### src/common/cnn_defines.svh
`ifndef CNN_DEFINES_SVH
`define CNN_DEFINES_SVH

// input image size
`define CNN_H 6
`define CNN_W 6

// output channels of the layer
`define CNN_OC 3

// image memory address width
`define CNN_ADDR_W 6

// arithmetic right shift applied to each sum
`define CNN_SHIFT 2

// credits granted by the downstream at reset
`define CNN_CREDITS 4

// output fifo entries
`define CNN_FIFO_DEPTH 4

`endif

### src/common/cnn_ctrl_pkg.sv
`default_nettype none

package cnn_ctrl_pkg;

    // layer sequencer
    typedef enum logic [2:0] {
        LS_IDLE, LS_CONV, LS_DRAIN, LS_POOL, LS_NEXT, LS_FINISH
    } layer_state_e;

    // window fetch
    typedef enum logic [1:0] {FS_IDLE, FS_READ, FS_EMIT} fetch_state_e;

    // coefficient port opcode
    typedef enum logic {WRITE_KERNEL, WRITE_BIAS} coef_op_e;

endpackage

`default_nettype wire

### src/common/cnn_types_pkg.sv
`default_nettype none

package cnn_types_pkg;
    import cnn_ctrl_pkg::*;

    typedef logic signed [7:0]  pixel_t;
    typedef logic signed [7:0]  weight_t;
    typedef logic signed [19:0] acc_t;

    // nine taps indexed by 3*row + col
    typedef weight_t [8:0] kernel_t;

    typedef struct packed {
        pixel_t [8:0] pix;
        logic [2:0]   row;
        logic [2:0]   col;
        logic         last;
    } window_t;

    typedef struct packed {
        logic [1:0] channel;
        logic [2:0] row;
        logic [2:0] col;
        pixel_t     value;
        logic       last;
    } result_beat_t;

    typedef struct packed {
        logic       valid;
        coef_op_e   op;
        logic [1:0] channel;
        logic [3:0] tap;
        weight_t    value;
    } coef_wr_t;

endpackage

`default_nettype wire

### src/conv/conv_mac.sv
`timescale 1ns/1ns
`default_nettype none

`include "cnn_defines.svh"

module conv_mac
    import cnn_types_pkg::*;
(
    input  wire              clk,
    input  wire              rst_n,
    input  wire window_t     win,
    input  wire              win_valid,
    input  wire kernel_t     kernel,
    input  wire weight_t     bias,
    input  wire [1:0]        channel,
    output result_beat_t     beat,
    output logic             beat_valid
);

    typedef logic signed [15:0] prod_t;

    prod_t      prod [9];
    logic       valid1;
    logic [1:0] chan1;
    logic [2:0] row1;
    logic [2:0] col1;
    logic       last1;
    acc_t       sum;
    acc_t       scaled;
    acc_t       biased;

    function automatic pixel_t saturate(input acc_t v);
        if (v > acc_t'(127)) begin
            return 8'sd127;
        end else if (v < acc_t'(-128)) begin
            return -8'sd128;
        end
        return pixel_t'(v);
    endfunction

    // stage one forms the nine products
    always_ff @(posedge clk) begin
        for (int i = 0; i < 9; i++) begin
            prod[i] <= win.pix[i] * kernel[i];
        end
        chan1 <= channel;
        row1  <= win.row;
        col1  <= win.col;
        last1 <= win.last;
    end

    always_comb begin
        sum = '0;
        for (int i = 0; i < 9; i++) begin
            sum = sum + acc_t'(prod[i]);
        end
        scaled = sum >>> `CNN_SHIFT;
        biased = scaled + acc_t'(bias);
    end

    // stage two sums, scales, adds the bias and clamps
    always_ff @(posedge clk) begin
        beat.channel <= chan1;
        beat.row     <= row1;
        beat.col     <= col1;
        beat.value   <= saturate(biased);
        beat.last    <= last1;
    end

    always_ff @(posedge clk) begin
        if (!rst_n) begin
            valid1     <= 1'b0;
            beat_valid <= 1'b0;
        end else begin
            valid1     <= win_valid;
            beat_valid <= valid1;
        end
    end

endmodule

`default_nettype wire

### src/conv/conv_window.sv
`timescale 1ns/1ns
`default_nettype none

`include "cnn_defines.svh"

module conv_window
    import cnn_ctrl_pkg::*;
    import cnn_types_pkg::*;
(
    input  wire                    clk,
    input  wire                    rst_n,
    input  wire                    run,
    input  wire                    stall,
    output logic [`CNN_ADDR_W-1:0] addr1,
    output logic [`CNN_ADDR_W-1:0] addr2,
    input  wire pixel_t            data1,
    input  wire pixel_t            data2,
    output window_t                win,
    output logic                   win_valid,
    output logic                   scan_done
);

    localparam int AW    = `CNN_ADDR_W;
    localparam int OUT_H = `CNN_H - 2;
    localparam int OUT_W = `CNN_W - 2;

    fetch_state_e state;
    logic         active;
    logic [2:0]   row;
    logic [2:0]   col;
    // 0..4 issue reads, 1..5 collect data
    logic [2:0]   step;
    logic [3:0]   tap1;
    logic [3:0]   tap2;
    logic         last_pos;

    function automatic logic [AW-1:0] tap_addr(input logic [2:0] r, input logic [2:0] c,
                                               input logic [3:0] tap);
        logic [AW-1:0] dr;
        logic [AW-1:0] dc;
        dr = AW'(tap / 4'd3);
        dc = AW'(tap % 4'd3);
        return (AW'(r) + dr) * AW'(`CNN_W) + AW'(c) + dc;
    endfunction

    assign tap1     = {step, 1'b0};
    assign tap2     = (step == 3'd4) ? 4'd8 : {step, 1'b1};
    assign last_pos = (row == 3'(OUT_H - 1)) && (col == 3'(OUT_W - 1));

    always_comb begin
        addr1 = '0;
        addr2 = '0;
        if (state == FS_READ && step < 3'd5) begin
            addr1 = tap_addr(row, col, tap1);
            addr2 = tap_addr(row, col, tap2);
        end
    end

    // data of the pair issued one cycle earlier
    always_ff @(posedge clk) begin
        if (state == FS_READ && step != 3'd0) begin
            win.pix[tap1 - 4'd2] <= data1;
            if (step != 3'd5) begin
                win.pix[tap1 - 4'd1] <= data2;
            end
        end
        if (state == FS_READ && step == 3'd5) begin
            win.row  <= row;
            win.col  <= col;
            win.last <= last_pos;
        end
    end

    always_ff @(posedge clk) begin
        if (!rst_n) begin
            state     <= FS_IDLE;
            active    <= 1'b0;
            row       <= '0;
            col       <= '0;
            step      <= '0;
            win_valid <= 1'b0;
            scan_done <= 1'b0;
        end else begin
            win_valid <= 1'b0;
            scan_done <= 1'b0;
            case (state)
                FS_IDLE: begin
                    if (run) begin
                        active <= 1'b1;
                        row    <= '0;
                        col    <= '0;
                    end
                    if ((run || active) && !stall) begin
                        step  <= '0;
                        state <= FS_READ;
                    end
                end
                FS_READ: begin
                    step <= step + 3'd1;
                    if (step == 3'd5) begin
                        win_valid <= 1'b1;
                        state     <= FS_EMIT;
                    end
                end
                FS_EMIT: begin
                    if (last_pos) begin
                        active    <= 1'b0;
                        scan_done <= 1'b1;
                        state     <= FS_IDLE;
                    end else begin
                        if (col == 3'(OUT_W - 1)) begin
                            col <= '0;
                            row <= row + 3'd1;
                        end else begin
                            col <= col + 3'd1;
                        end
                        // park in idle until the fifo has room again
                        if (stall) begin
                            state <= FS_IDLE;
                        end else begin
                            step  <= '0;
                            state <= FS_READ;
                        end
                    end
                end
                default: begin
                    state <= FS_IDLE;
                end
            endcase
        end
    end

endmodule

`default_nettype wire

### src/source/layer1.sv
`timescale 1ns/1ns
`default_nettype none

`include "cnn_defines.svh"

module layer1
    import cnn_types_pkg::*;
(
    input  wire                    clk,
    input  wire                    rst_n,
    input  wire                    start,
    input  wire coef_wr_t          coef,
    output logic [`CNN_ADDR_W-1:0] addr1,
    output logic [`CNN_ADDR_W-1:0] addr2,
    input  wire pixel_t            data1,
    input  wire pixel_t            data2,
    output result_beat_t           res,
    output logic                   res_valid,
    input  wire                    credit_ret,
    output logic                   pool,
    input  wire                    pool_done,
    output logic                   done
);

    logic         run;
    logic [1:0]   channel;
    logic         scan_done;
    logic         empty;
    logic         stall;
    kernel_t      kernel;
    weight_t      bias;
    window_t      win;
    logic         win_valid;
    result_beat_t beat;
    logic         beat_valid;

    layer_control layer_control_inst (
        .clk(clk), .rst_n(rst_n), .start(start), .scan_done(scan_done),
        .empty(empty), .pool_done(pool_done), .run(run), .channel(channel),
        .pool(pool), .done(done)
    );

    weight_bank weight_bank_inst (
        .clk(clk), .rst_n(rst_n), .coef(coef), .channel(channel),
        .kernel(kernel), .bias(bias)
    );

    conv_window conv_window_inst (
        .clk(clk), .rst_n(rst_n), .run(run), .stall(stall),
        .addr1(addr1), .addr2(addr2), .data1(data1), .data2(data2),
        .win(win), .win_valid(win_valid), .scan_done(scan_done)
    );

    conv_mac conv_mac_inst (
        .clk(clk), .rst_n(rst_n), .win(win), .win_valid(win_valid),
        .kernel(kernel), .bias(bias), .channel(channel),
        .beat(beat), .beat_valid(beat_valid)
    );

    result_out result_out_inst (
        .clk(clk), .rst_n(rst_n), .beat(beat), .beat_valid(beat_valid),
        .credit_ret(credit_ret), .res(res), .res_valid(res_valid),
        .stall(stall), .empty(empty)
    );

endmodule

`default_nettype wire

### src/source/layer_control.sv
`timescale 1ns/1ns
`default_nettype none

`include "cnn_defines.svh"

module layer_control
    import cnn_ctrl_pkg::*;
(
    input  wire        clk,
    input  wire        rst_n,
    input  wire        start,
    input  wire        scan_done,
    input  wire        empty,
    input  wire        pool_done,
    output logic       run,
    output logic [1:0] channel,
    output logic       pool,
    output logic       done
);

    layer_state_e state;

    always_ff @(posedge clk) begin
        if (!rst_n) begin
            state   <= LS_IDLE;
            channel <= '0;
        end else begin
            case (state)
                LS_IDLE: begin
                    if (start) begin
                        channel <= '0;
                        state   <= LS_NEXT;
                    end
                end
                LS_NEXT: begin
                    state <= LS_CONV;
                end
                LS_CONV: begin
                    if (scan_done) begin
                        state <= LS_DRAIN;
                    end
                end
                // wait until the last beat has left the fifo
                LS_DRAIN: begin
                    if (empty) begin
                        state <= LS_POOL;
                    end
                end
                LS_POOL: begin
                    if (pool_done) begin
                        if (channel == 2'(`CNN_OC - 1)) begin
                            state <= LS_FINISH;
                        end else begin
                            channel <= channel + 2'd1;
                            state   <= LS_NEXT;
                        end
                    end
                end
                LS_FINISH: begin
                    state <= LS_IDLE;
                end
                default: begin
                    state <= LS_IDLE;
                end
            endcase
        end
    end

    assign run  = (state == LS_NEXT);
    assign pool = (state == LS_POOL);
    assign done = (state == LS_FINISH);

    // the window walk only finishes while a scan is running
    a_scan_in_conv: assert property (@(posedge clk) disable iff (!rst_n)
        scan_done |-> state == LS_CONV);

endmodule

`default_nettype wire

### src/source/result_out.sv
`timescale 1ns/1ns
`default_nettype none

`include "cnn_defines.svh"

module result_out
    import cnn_types_pkg::*;
(
    input  wire               clk,
    input  wire               rst_n,
    input  wire result_beat_t beat,
    input  wire               beat_valid,
    input  wire               credit_ret,
    output result_beat_t      res,
    output logic              res_valid,
    output logic              stall,
    output logic              empty
);

    localparam int DEPTH = `CNN_FIFO_DEPTH;
    localparam int PTR_W = $clog2(DEPTH);
    localparam int CNT_W = $clog2(DEPTH + 1);
    localparam int CRD_W = $clog2(`CNN_CREDITS + 1);

    result_beat_t     mem [DEPTH];
    logic [PTR_W-1:0] wr_ptr;
    logic [PTR_W-1:0] rd_ptr;
    logic [CNT_W-1:0] count;
    logic [CRD_W-1:0] credits;
    logic             have_data;
    logic             send;
    logic             pop;
    logic             push;

    assign have_data = (count != '0);
    assign send      = (have_data || beat_valid) && (credits != '0);
    assign pop       = send && have_data;
    // with an empty fifo the incoming beat goes straight out
    assign push      = beat_valid && !(send && !have_data);

    always_ff @(posedge clk) begin
        if (push) begin
            mem[wr_ptr] <= beat;
        end
        if (send) begin
            res <= have_data ? mem[rd_ptr] : beat;
        end
    end

    always_ff @(posedge clk) begin
        if (!rst_n) begin
            wr_ptr    <= '0;
            rd_ptr    <= '0;
            count     <= '0;
            credits   <= CRD_W'(`CNN_CREDITS);
            res_valid <= 1'b0;
        end else begin
            res_valid <= send;
            if (push) begin
                wr_ptr <= wr_ptr + PTR_W'(1);
            end
            if (pop) begin
                rd_ptr <= rd_ptr + PTR_W'(1);
            end
            count   <= count + CNT_W'(push) - CNT_W'(pop);
            credits <= credits - CRD_W'(send) + CRD_W'(credit_ret);
        end
    end

    // two slots stay free for the beats inside the mac
    assign stall = (count >= CNT_W'(DEPTH - 2));
    assign empty = (count == '0) && !beat_valid;

    a_no_overflow: assert property (@(posedge clk) disable iff (!rst_n)
        push |-> count < CNT_W'(DEPTH));

    a_credit_max: assert property (@(posedge clk) disable iff (!rst_n)
        credits <= CRD_W'(`CNN_CREDITS));

endmodule

`default_nettype wire

### src/source/weight_bank.sv
`timescale 1ns/1ns
`default_nettype none

`include "cnn_defines.svh"

module weight_bank
    import cnn_ctrl_pkg::*;
    import cnn_types_pkg::*;
(
    input  wire           clk,
    input  wire           rst_n,
    input  wire coef_wr_t coef,
    input  wire [1:0]     channel,
    output kernel_t       kernel,
    output weight_t       bias
);

    kernel_t kern_mem [`CNN_OC];
    weight_t bias_mem [`CNN_OC];

    always_ff @(posedge clk) begin
        if (coef.valid && coef.channel < 2'(`CNN_OC)) begin
            if (coef.op == WRITE_KERNEL) begin
                if (coef.tap < 4'd9) begin
                    kern_mem[coef.channel][coef.tap] <= coef.value;
                end
            end else begin
                bias_mem[coef.channel] <= coef.value;
            end
        end
    end

    // coefficients of the channel being processed
    always_ff @(posedge clk) begin
        if (!rst_n) begin
            kernel <= '0;
            bias   <= '0;
        end else begin
            kernel <= kern_mem[channel];
            bias   <= bias_mem[channel];
        end
    end

    a_tap_range: assert property (@(posedge clk) disable iff (!rst_n)
        coef.valid && coef.op == WRITE_KERNEL |-> coef.tap < 4'd9);

endmodule

`default_nettype wire

### config.mk
export PLATFORM = sky130hd
export DESIGN_NAME = layer1
export DESIGN_NICKNAME = d
export VERILOG_FILES = /design/src/common/cnn_ctrl_pkg.sv /design/src/common/cnn_types_pkg.sv /design/src/conv/conv_mac.sv /design/src/conv/conv_window.sv /design/src/source/layer1.sv /design/src/source/layer_control.sv /design/src/source/result_out.sv /design/src/source/weight_bank.sv
export VERILOG_INCLUDE_DIRS = /design/src /design/src/common
export SDC_FILE = /design/constraint.sdc
export NUM_CORES = 2
export LEC_CHECK = 0
export ABC_AREA = 1
export ABC_CLOCK_PERIOD_IN_PS = 16100
export BUFFER_PORTS_ARGS = -buffer_cell sky130_fd_sc_hd__buf_4
export CAP_MARGIN = 40
export CORE_MARGIN = 2
export CORE_UTILIZATION = 65
export DETAILED_ROUTE_END_ITERATION = 6
export GPL_TIMING_DRIVEN = 0
export PLACE_DENSITY_LB_ADDON = 0.08
export SLEW_MARGIN = 20
export SYNTH_ARGS = -nofsm -noshare
export SYNTH_HDL_FRONTEND = slang
export SYNTH_SLANG_ARGS = --single-unit
export TNS_END_PERCENT = 100
### constraint.sdc
create_clock -name clk -period 16.1 [get_ports clk]
set_input_delay 3.22 -clock clk [delete_from_list [all_inputs] [get_ports clk]]
set_output_delay 3.22 -clock clk [all_outputs]
set_load 0.05 [all_outputs]
* Word level (Yosys, flattened, before mapping)
Memory sizes are Yosys's and may differ from the RTL's. A register that Yosys moved wholly into a read port is not among the register bits.
Index checks and enable logic that the tools add are counted.
** Cells by class
- Div/mod/pow operators :: 4
- Bitwise operators :: 0
- $lt $le $gt $ge :: 12
- Reduce and logical (&&, ||, !) cells :: 40
- Mux-type cells :: 60
- Equality and inequality tests :: 25
- Shift operators :: 0
- $mul :: 11
- Add/subtract/negate cells :: 27
** Operators by type and width (count)
- 72-bit bitwise mux :: 2
- 8-bit by 8-bit multiplier with 16-bit output :: 9
- 72-bit 2-to-1 mux :: 2
- 20-bit by 16-bit adder with 20-bit output :: 6
- 8-bit demux with 4-bit select :: 3
- 8-bit 2-to-1 mux :: 6
- 3-bit 2-to-1 mux :: 12
- 20-bit by 8-bit greater-than comparator with 1-bit output (second input constant) :: 1
- 20-bit by 8-bit less-than comparator with 1-bit output (second input constant) :: 1
- 18-bit by 8-bit adder with 19-bit output :: 1
- 17-bit by 16-bit adder with 18-bit output :: 1
- 16-bit by 16-bit adder with 17-bit output :: 1
- 17-bit 2-to-1 mux :: 1
- 1-bit 2-to-1 mux :: 16
- 2-bit 2-to-1 mux :: 8
- 4-bit AND reduction :: 4
- 4-bit by 5-bit less-than comparator with 1-bit output (second input constant) :: 3
- 3-bit case mux with 5 select lines :: 1
- 1-bit logical AND :: 14
- 3-bit by 6-bit adder with 6-bit output :: 2
- 6-bit by 3-bit adder with 6-bit output :: 2
- 6-bit adder :: 2
- 4-bit by 2-bit divider with 6-bit output (second input constant) :: 2
- 3-bit by 2-bit == test with 1-bit output (second input constant) :: 4
- other kinds (35) :: 75
** Storage, ports and cells
- Memories :: 4
- Register bits after elaboration :: 154
- Output and inout bits :: 32
- Memory bits (writable) :: 452
- Input bits :: 37
- Latch bits :: 0
- Logic and storage cells :: 225
- ROM bits :: 0
** Memory list
- weight_bank_inst.kern_mem :: words 3, width 72, read ports 1, clocked after memory_dff 1, wr ports 1, RTL line weight_bank.sv:18 : kernel_t kern_mem [`CNN_OC];
- conv_mac_inst.prod :: words 9, width 16, read ports 9, clocked after memory_dff 0, wr ports 9, RTL line conv_mac.sv:22 : prod_t prod [9];
- result_out_inst.mem :: words 4, width 17, read ports 1, clocked after memory_dff 1, wr ports 1, RTL line result_out.sv:25 : result_beat_t mem [DEPTH];
- weight_bank_inst.bias_mem :: words 3, width 8, read ports 1, clocked after memory_dff 1, wr ports 1, RTL line weight_bank.sv:19 : weight_t bias_mem [`CNN_OC];

* Longest topological paths before layout
An unclocked memory read counts as a cell.
- Depth after elaboration :: 14
- Depth in mapped cells :: 38
- Mapped depth without buffers :: 38

* Cells and area by module
Synthesis repeated with hierarchy kept, for this count alone.
** Unflattened totals
- Cells, all modules :: 5566
- Area, all modules :: 51876.0 um2
** By module, submodules not included
- conv_mac :: area an instance 30894.6 um2, cells each 3714, times used 1
- weight_bank :: area an instance 11753.8 um2, cells each 993, times used 1
- conv_window :: area an instance 4857.2 um2, cells each 456, times used 1
- result_out :: area an instance 4020.1 um2, cells each 346, times used 1
- layer_control :: area an instance 350.3 um2, cells each 57, times used 1

* Worst setup path before layout
No wires, ideal clock.
- Path type :: flip-flop to output port
- Start :: register conv_window_inst.step[0]
- End :: output addr2[5]
- Stages on the path, launching flop included :: 31
- Path buffers :: 1
- Arrival time :: 5488 ps
- Data required time :: 12880 ps
- Path slack :: 7392 ps
- Path through :: dfxtp_1 -> buf_2 -> inv_2 -> ha_1 -> ha_1 -> nor2_2 -> ha_1 -> inv_1 -> ha_1 -> inv_1 -> nand2_2 -> inv_1 -> nor2_4 -> nand3_4 -> ha_1 -> inv_1 -> fa_1 -> inv_1 -> ha_1 -> inv_1 -> fa_1 -> inv_1 -> ha_1 -> ha_1 -> nand2_1 -> nand2_1 -> a21oi_1 -> xnor2_1 -> xor2_1 -> o21ai_0 -> nor2_1
** On the way
- Word-level cells in the longest chain between the ends :: 8
** RTL lines
- start, declared :: RTL line conv_window.sv:32 : logic [2:0] step;
- start signal, assigned :: RTL line conv_window.sv:99 : step <= step + 3'd1;
- 3-bit == test :: RTL line conv_window.sv:47 : assign tap2 = (step == 3'd4) ? 4'd8 : {step, 1'b1};
- 4-bit 2-to-1 mux :: RTL line conv_window.sv:47
- 4-bit by 2-bit divider with 6-bit output :: RTL line conv_window.sv:41 : dr = AW'(tap / 4'd3);
- 3-bit by 6-bit adder with 6-bit output :: RTL line conv_window.sv:43 : return (AW'(r) + dr) * AW'(`CNN_W) + AW'(c) + dc;
- 6-bit by 2-bit multiplier with 5-bit output :: RTL line conv_window.sv:43
- 6-bit by 3-bit adder with 6-bit output :: RTL line conv_window.sv:43
- 6-bit adder :: RTL line conv_window.sv:43
- 6-bit 2-to-1 mux * :: RTL line conv_window.sv:53 : if (state == FS_READ && step < 3'd5) begin
- end, declared :: RTL line layer1.sv:14 : output logic [`CNN_ADDR_W-1:0] addr2,
Every way passes the cells marked *; elsewhere a longest branch is shown, timed or not.

* Worst setup path in the final report
Same ends and word-level chain as after synthesis.

==> flow_summary.ini <==
[cts]
clock_path_buffers = 3
cts_tree = built
cts-resized-gates = 0
path_clk_slew_ns = 0.06
cts_hold_buf = 0
cts.sinks = 688
worstSkewPairLatency_ns = 0.64
cts-root-buf = clkbuf_16
ctsHtreeMaxLevel = 3
cts_made_buffers = 74
cts_setup_buffers = 0

[synth]
avgSynthCellArea_sq_um = 9.48
ys.flop_type = edfxtp_1
yosysSeqAreaShare = 0.346
synth_edf_count = 404
yosysTopAreaCell = fa_1
synth_area_leaders = fa_1, edfxtp_1, dfxtp_1
yosysTopAreaCellShare = 0.239
yosysWarnings = 0
synthDistinctLibCells = 54
synth-seq-cells = 688
synth.cell_area_sq_mm = 0.0514
synthArstFlopShare = 0
synthCells = 5424
synthesis.nets = 6440

[floorplan]
die_h_um = 285
core_sq_mm = 0.0786
start_util = 0.654
design.die.area_sq_mm = 0.0814
dieWidth_um = 285
rows = 103
io_pins = 69

[timing]
max-slew-margin-rel = 0.363
fin_crit_ns = 9.49
clock_skew_ns = 0.0232
fin_ws_ns = 6.61
setup_tns_ns = 0
final_max_slew_viol_count = 0
finalSetupViolCount = 0
hold_violations = 0
finalCritPeriodShare = 0.590
worst_pin_slew_ns = 0.955
rsz0062_at_grt = false
fmaxAchievable_mhz = 105

[final_layout]
final_core_util = 0.711
stdcell_area_sq_mm = 0.0559
multi_input_area_sq_mm = 0.0280
fill_cells = 6010
regArea_sq_mm = 0.0178
drive_above_1_share = 0.0579
syn_to_final_growth_pct = 8.66
nets = 6600

[place]
placed_cell_area_sq_mm = 0.0534
dp_hpwl_um = 93100
gp_congestion = 0.909
port-buffer-count = 68
place_ws_ns = 7.28

[routing]
avgRoutedWirePerCell_um = 17.7
vias = 35400
ant_nets = 0
drtPass1Iterations = 5
wl_um = 118000
vias_per_cell = 5.28
drc = 0
drt_iter0_markers = 2748

[critical_path]
cp.arrival_ns = 6.27
cp.required_ns = 12.88
r2r_setup_slack_ns = 8.03
slowest_stage = fa_1
reg2reg_to = conv_mac_inst.beat[1]$_DFF_P_
worst_path_most_repeated_cell = ha_1
endpoint_kind = output port
critPathMaxFanout = 9
start_kind = register
r2r_cells = 33
crit_path_start = conv_window_inst.step[0]$_SDFFE_PN0P_
crit_path_max_incr_delay_ns = 0.48
rr_startpoint = conv_mac_inst.prod[0][3]$_DFF_P_
critPathKind = register to output port

[flow_run]
drv_cap = 0

[grt]
grt.overflow.total = 0
antenna_found_initial = 7
grt_pass1_wl_um = 190000
grt_max_degree = 31
grt_pass1_vias = 36000
track_usage = 0.301

[min_path]
worstHoldPathType = register to register
hold_depth = 0
min_to = conv_mac_inst.beat[9]$_DFF_P_
hold_start = conv_mac_inst.col1[0]$_DFF_P_

[outcome]
status = finished, final reports clean
==> Yosys cell counts, types with 7 or more instances <==
master / n
ha_1: 366
xor2_1: 108
nand2_1: 1022
nand3_1: 150
inv_1: 1273
nand2_2: 10
o2111ai_1: 9
or2_2: 72
o211ai_1: 72
edfxtp_1: 404
nor3_1: 20
o21ai_1: 7
nor2_1: 276
dfxtp_1: 284
a21oi_1: 194
nand4_1: 16
clkbuf_1: 189
inv_2: 10
o21ai_0: 106
a31oi_1: 30
fa_1: 613
xnor2_1: 104
a21o_1: 12
==> layout by cell type, fill, tap and decap left out, types with 104 or more instances in the layout <==
master	Yosys	layout
inv_1	1273	1273
nand2_1	1022	1022
fa_1	613	613
edfxtp_1	404	404
ha_1	366	366
dfxtp_1	284	284
nor2_1	276	272
clkbuf_1	189	207
a21oi_1	194	194
nand3_1	150	150
xor2_1	108	108
o21ai_0	106	106
xnor2_1	104	104
==> state kept, by name, indices dropped and copies added, names as in the netlist, 8 cells and up, named ones only <==
signal and flops:
result_out_inst.res 17, weight_bank_inst.kernel 72, weight_bank_inst.bias_mem 24, conv_mac_inst.beat 17
weight_bank_inst.bias 8, conv_window_inst.win 79, weight_bank_inst.kern_mem 216, result_out_inst.mem 68
conv_mac_inst.prod 144
==> routing by layer <==
layer | GRT usage | up-vias | routed length, um
li1 | - | 16800 | -
met1 | 0.410 | 17300 | 49700
met2 | 0.495 | 1041 | 56300
met3 | 0.0329 | 233 | 7070
met4 | 0.125 | 0 | 5190
met5 | 0 | - | 0
==> through the flow <==
| step | hold slack (ns) | instances |
|---|---|---|
| floorplan | 0.310 | 5424 |
| global placement | 0.313 | 6542 |
| detailed placement | 0.312 | 6555 |
| CTS | 0.326 | 6691 |
| global route | 0.334 | 6694 |
| finish | 0.327 | 6696 |
==> worst max-delay path by stage <==
stage          cells past startpoint  slack (ns)        to
2_1_floorplan                     30        7.39  addr2[5]
3_3_place_gp                      30        7.33  addr2[5]
3_5_place_dp                      30        7.28  addr2[5]
4_1_cts                           30        6.56  addr2[5]
5_1_grt                           30        6.08  addr2[5]
6_report                          30        6.61  addr2[5]
==> area by class of cell <==
type | count | area share
clock inverter | 32 | 0.00658
buffer | 202 | 0.0138
timing repair buffer | 84 | 0.0116
sequential | 688 | 0.319
inverter | 1286 | 0.0865
clock buffer | 104 | 0.0375
tap | 1050 | 0.0235
antenna | 2 | 0.0000896
multi-input combinational | 3248 | 0.502
==> cells by family (layout without fill, tap and decap cells) <==
group,after synthesis,in the layout,share of synthesized area
AO/OA/AOI/OAI,459,459,0.0520
XOR/XNOR,213,213,0.0364
adder cells (fa/ha/maj),979,979,0.328
buffers and inverters,1488,1708,0.109
flip-flops,688,688,0.346
other,0,2,0
AND/OR/NAND/NOR,1597,1597,0.129
==> critical path, delay by kind of cell (launching register included) <==
family / cells / cell delay (ns)
simple gates: 6 / 0.67
buf+inv: 9 / 0.95
fa+ha+maj: 10 / 2.75
compound gates: 2 / 0.27
flops: 1 / 0.40
xor+xnor: 3 / 0.59
Power is not shown: default switching activity piles up to over one toggle a cycle in this logic, so the estimate is an artifact.
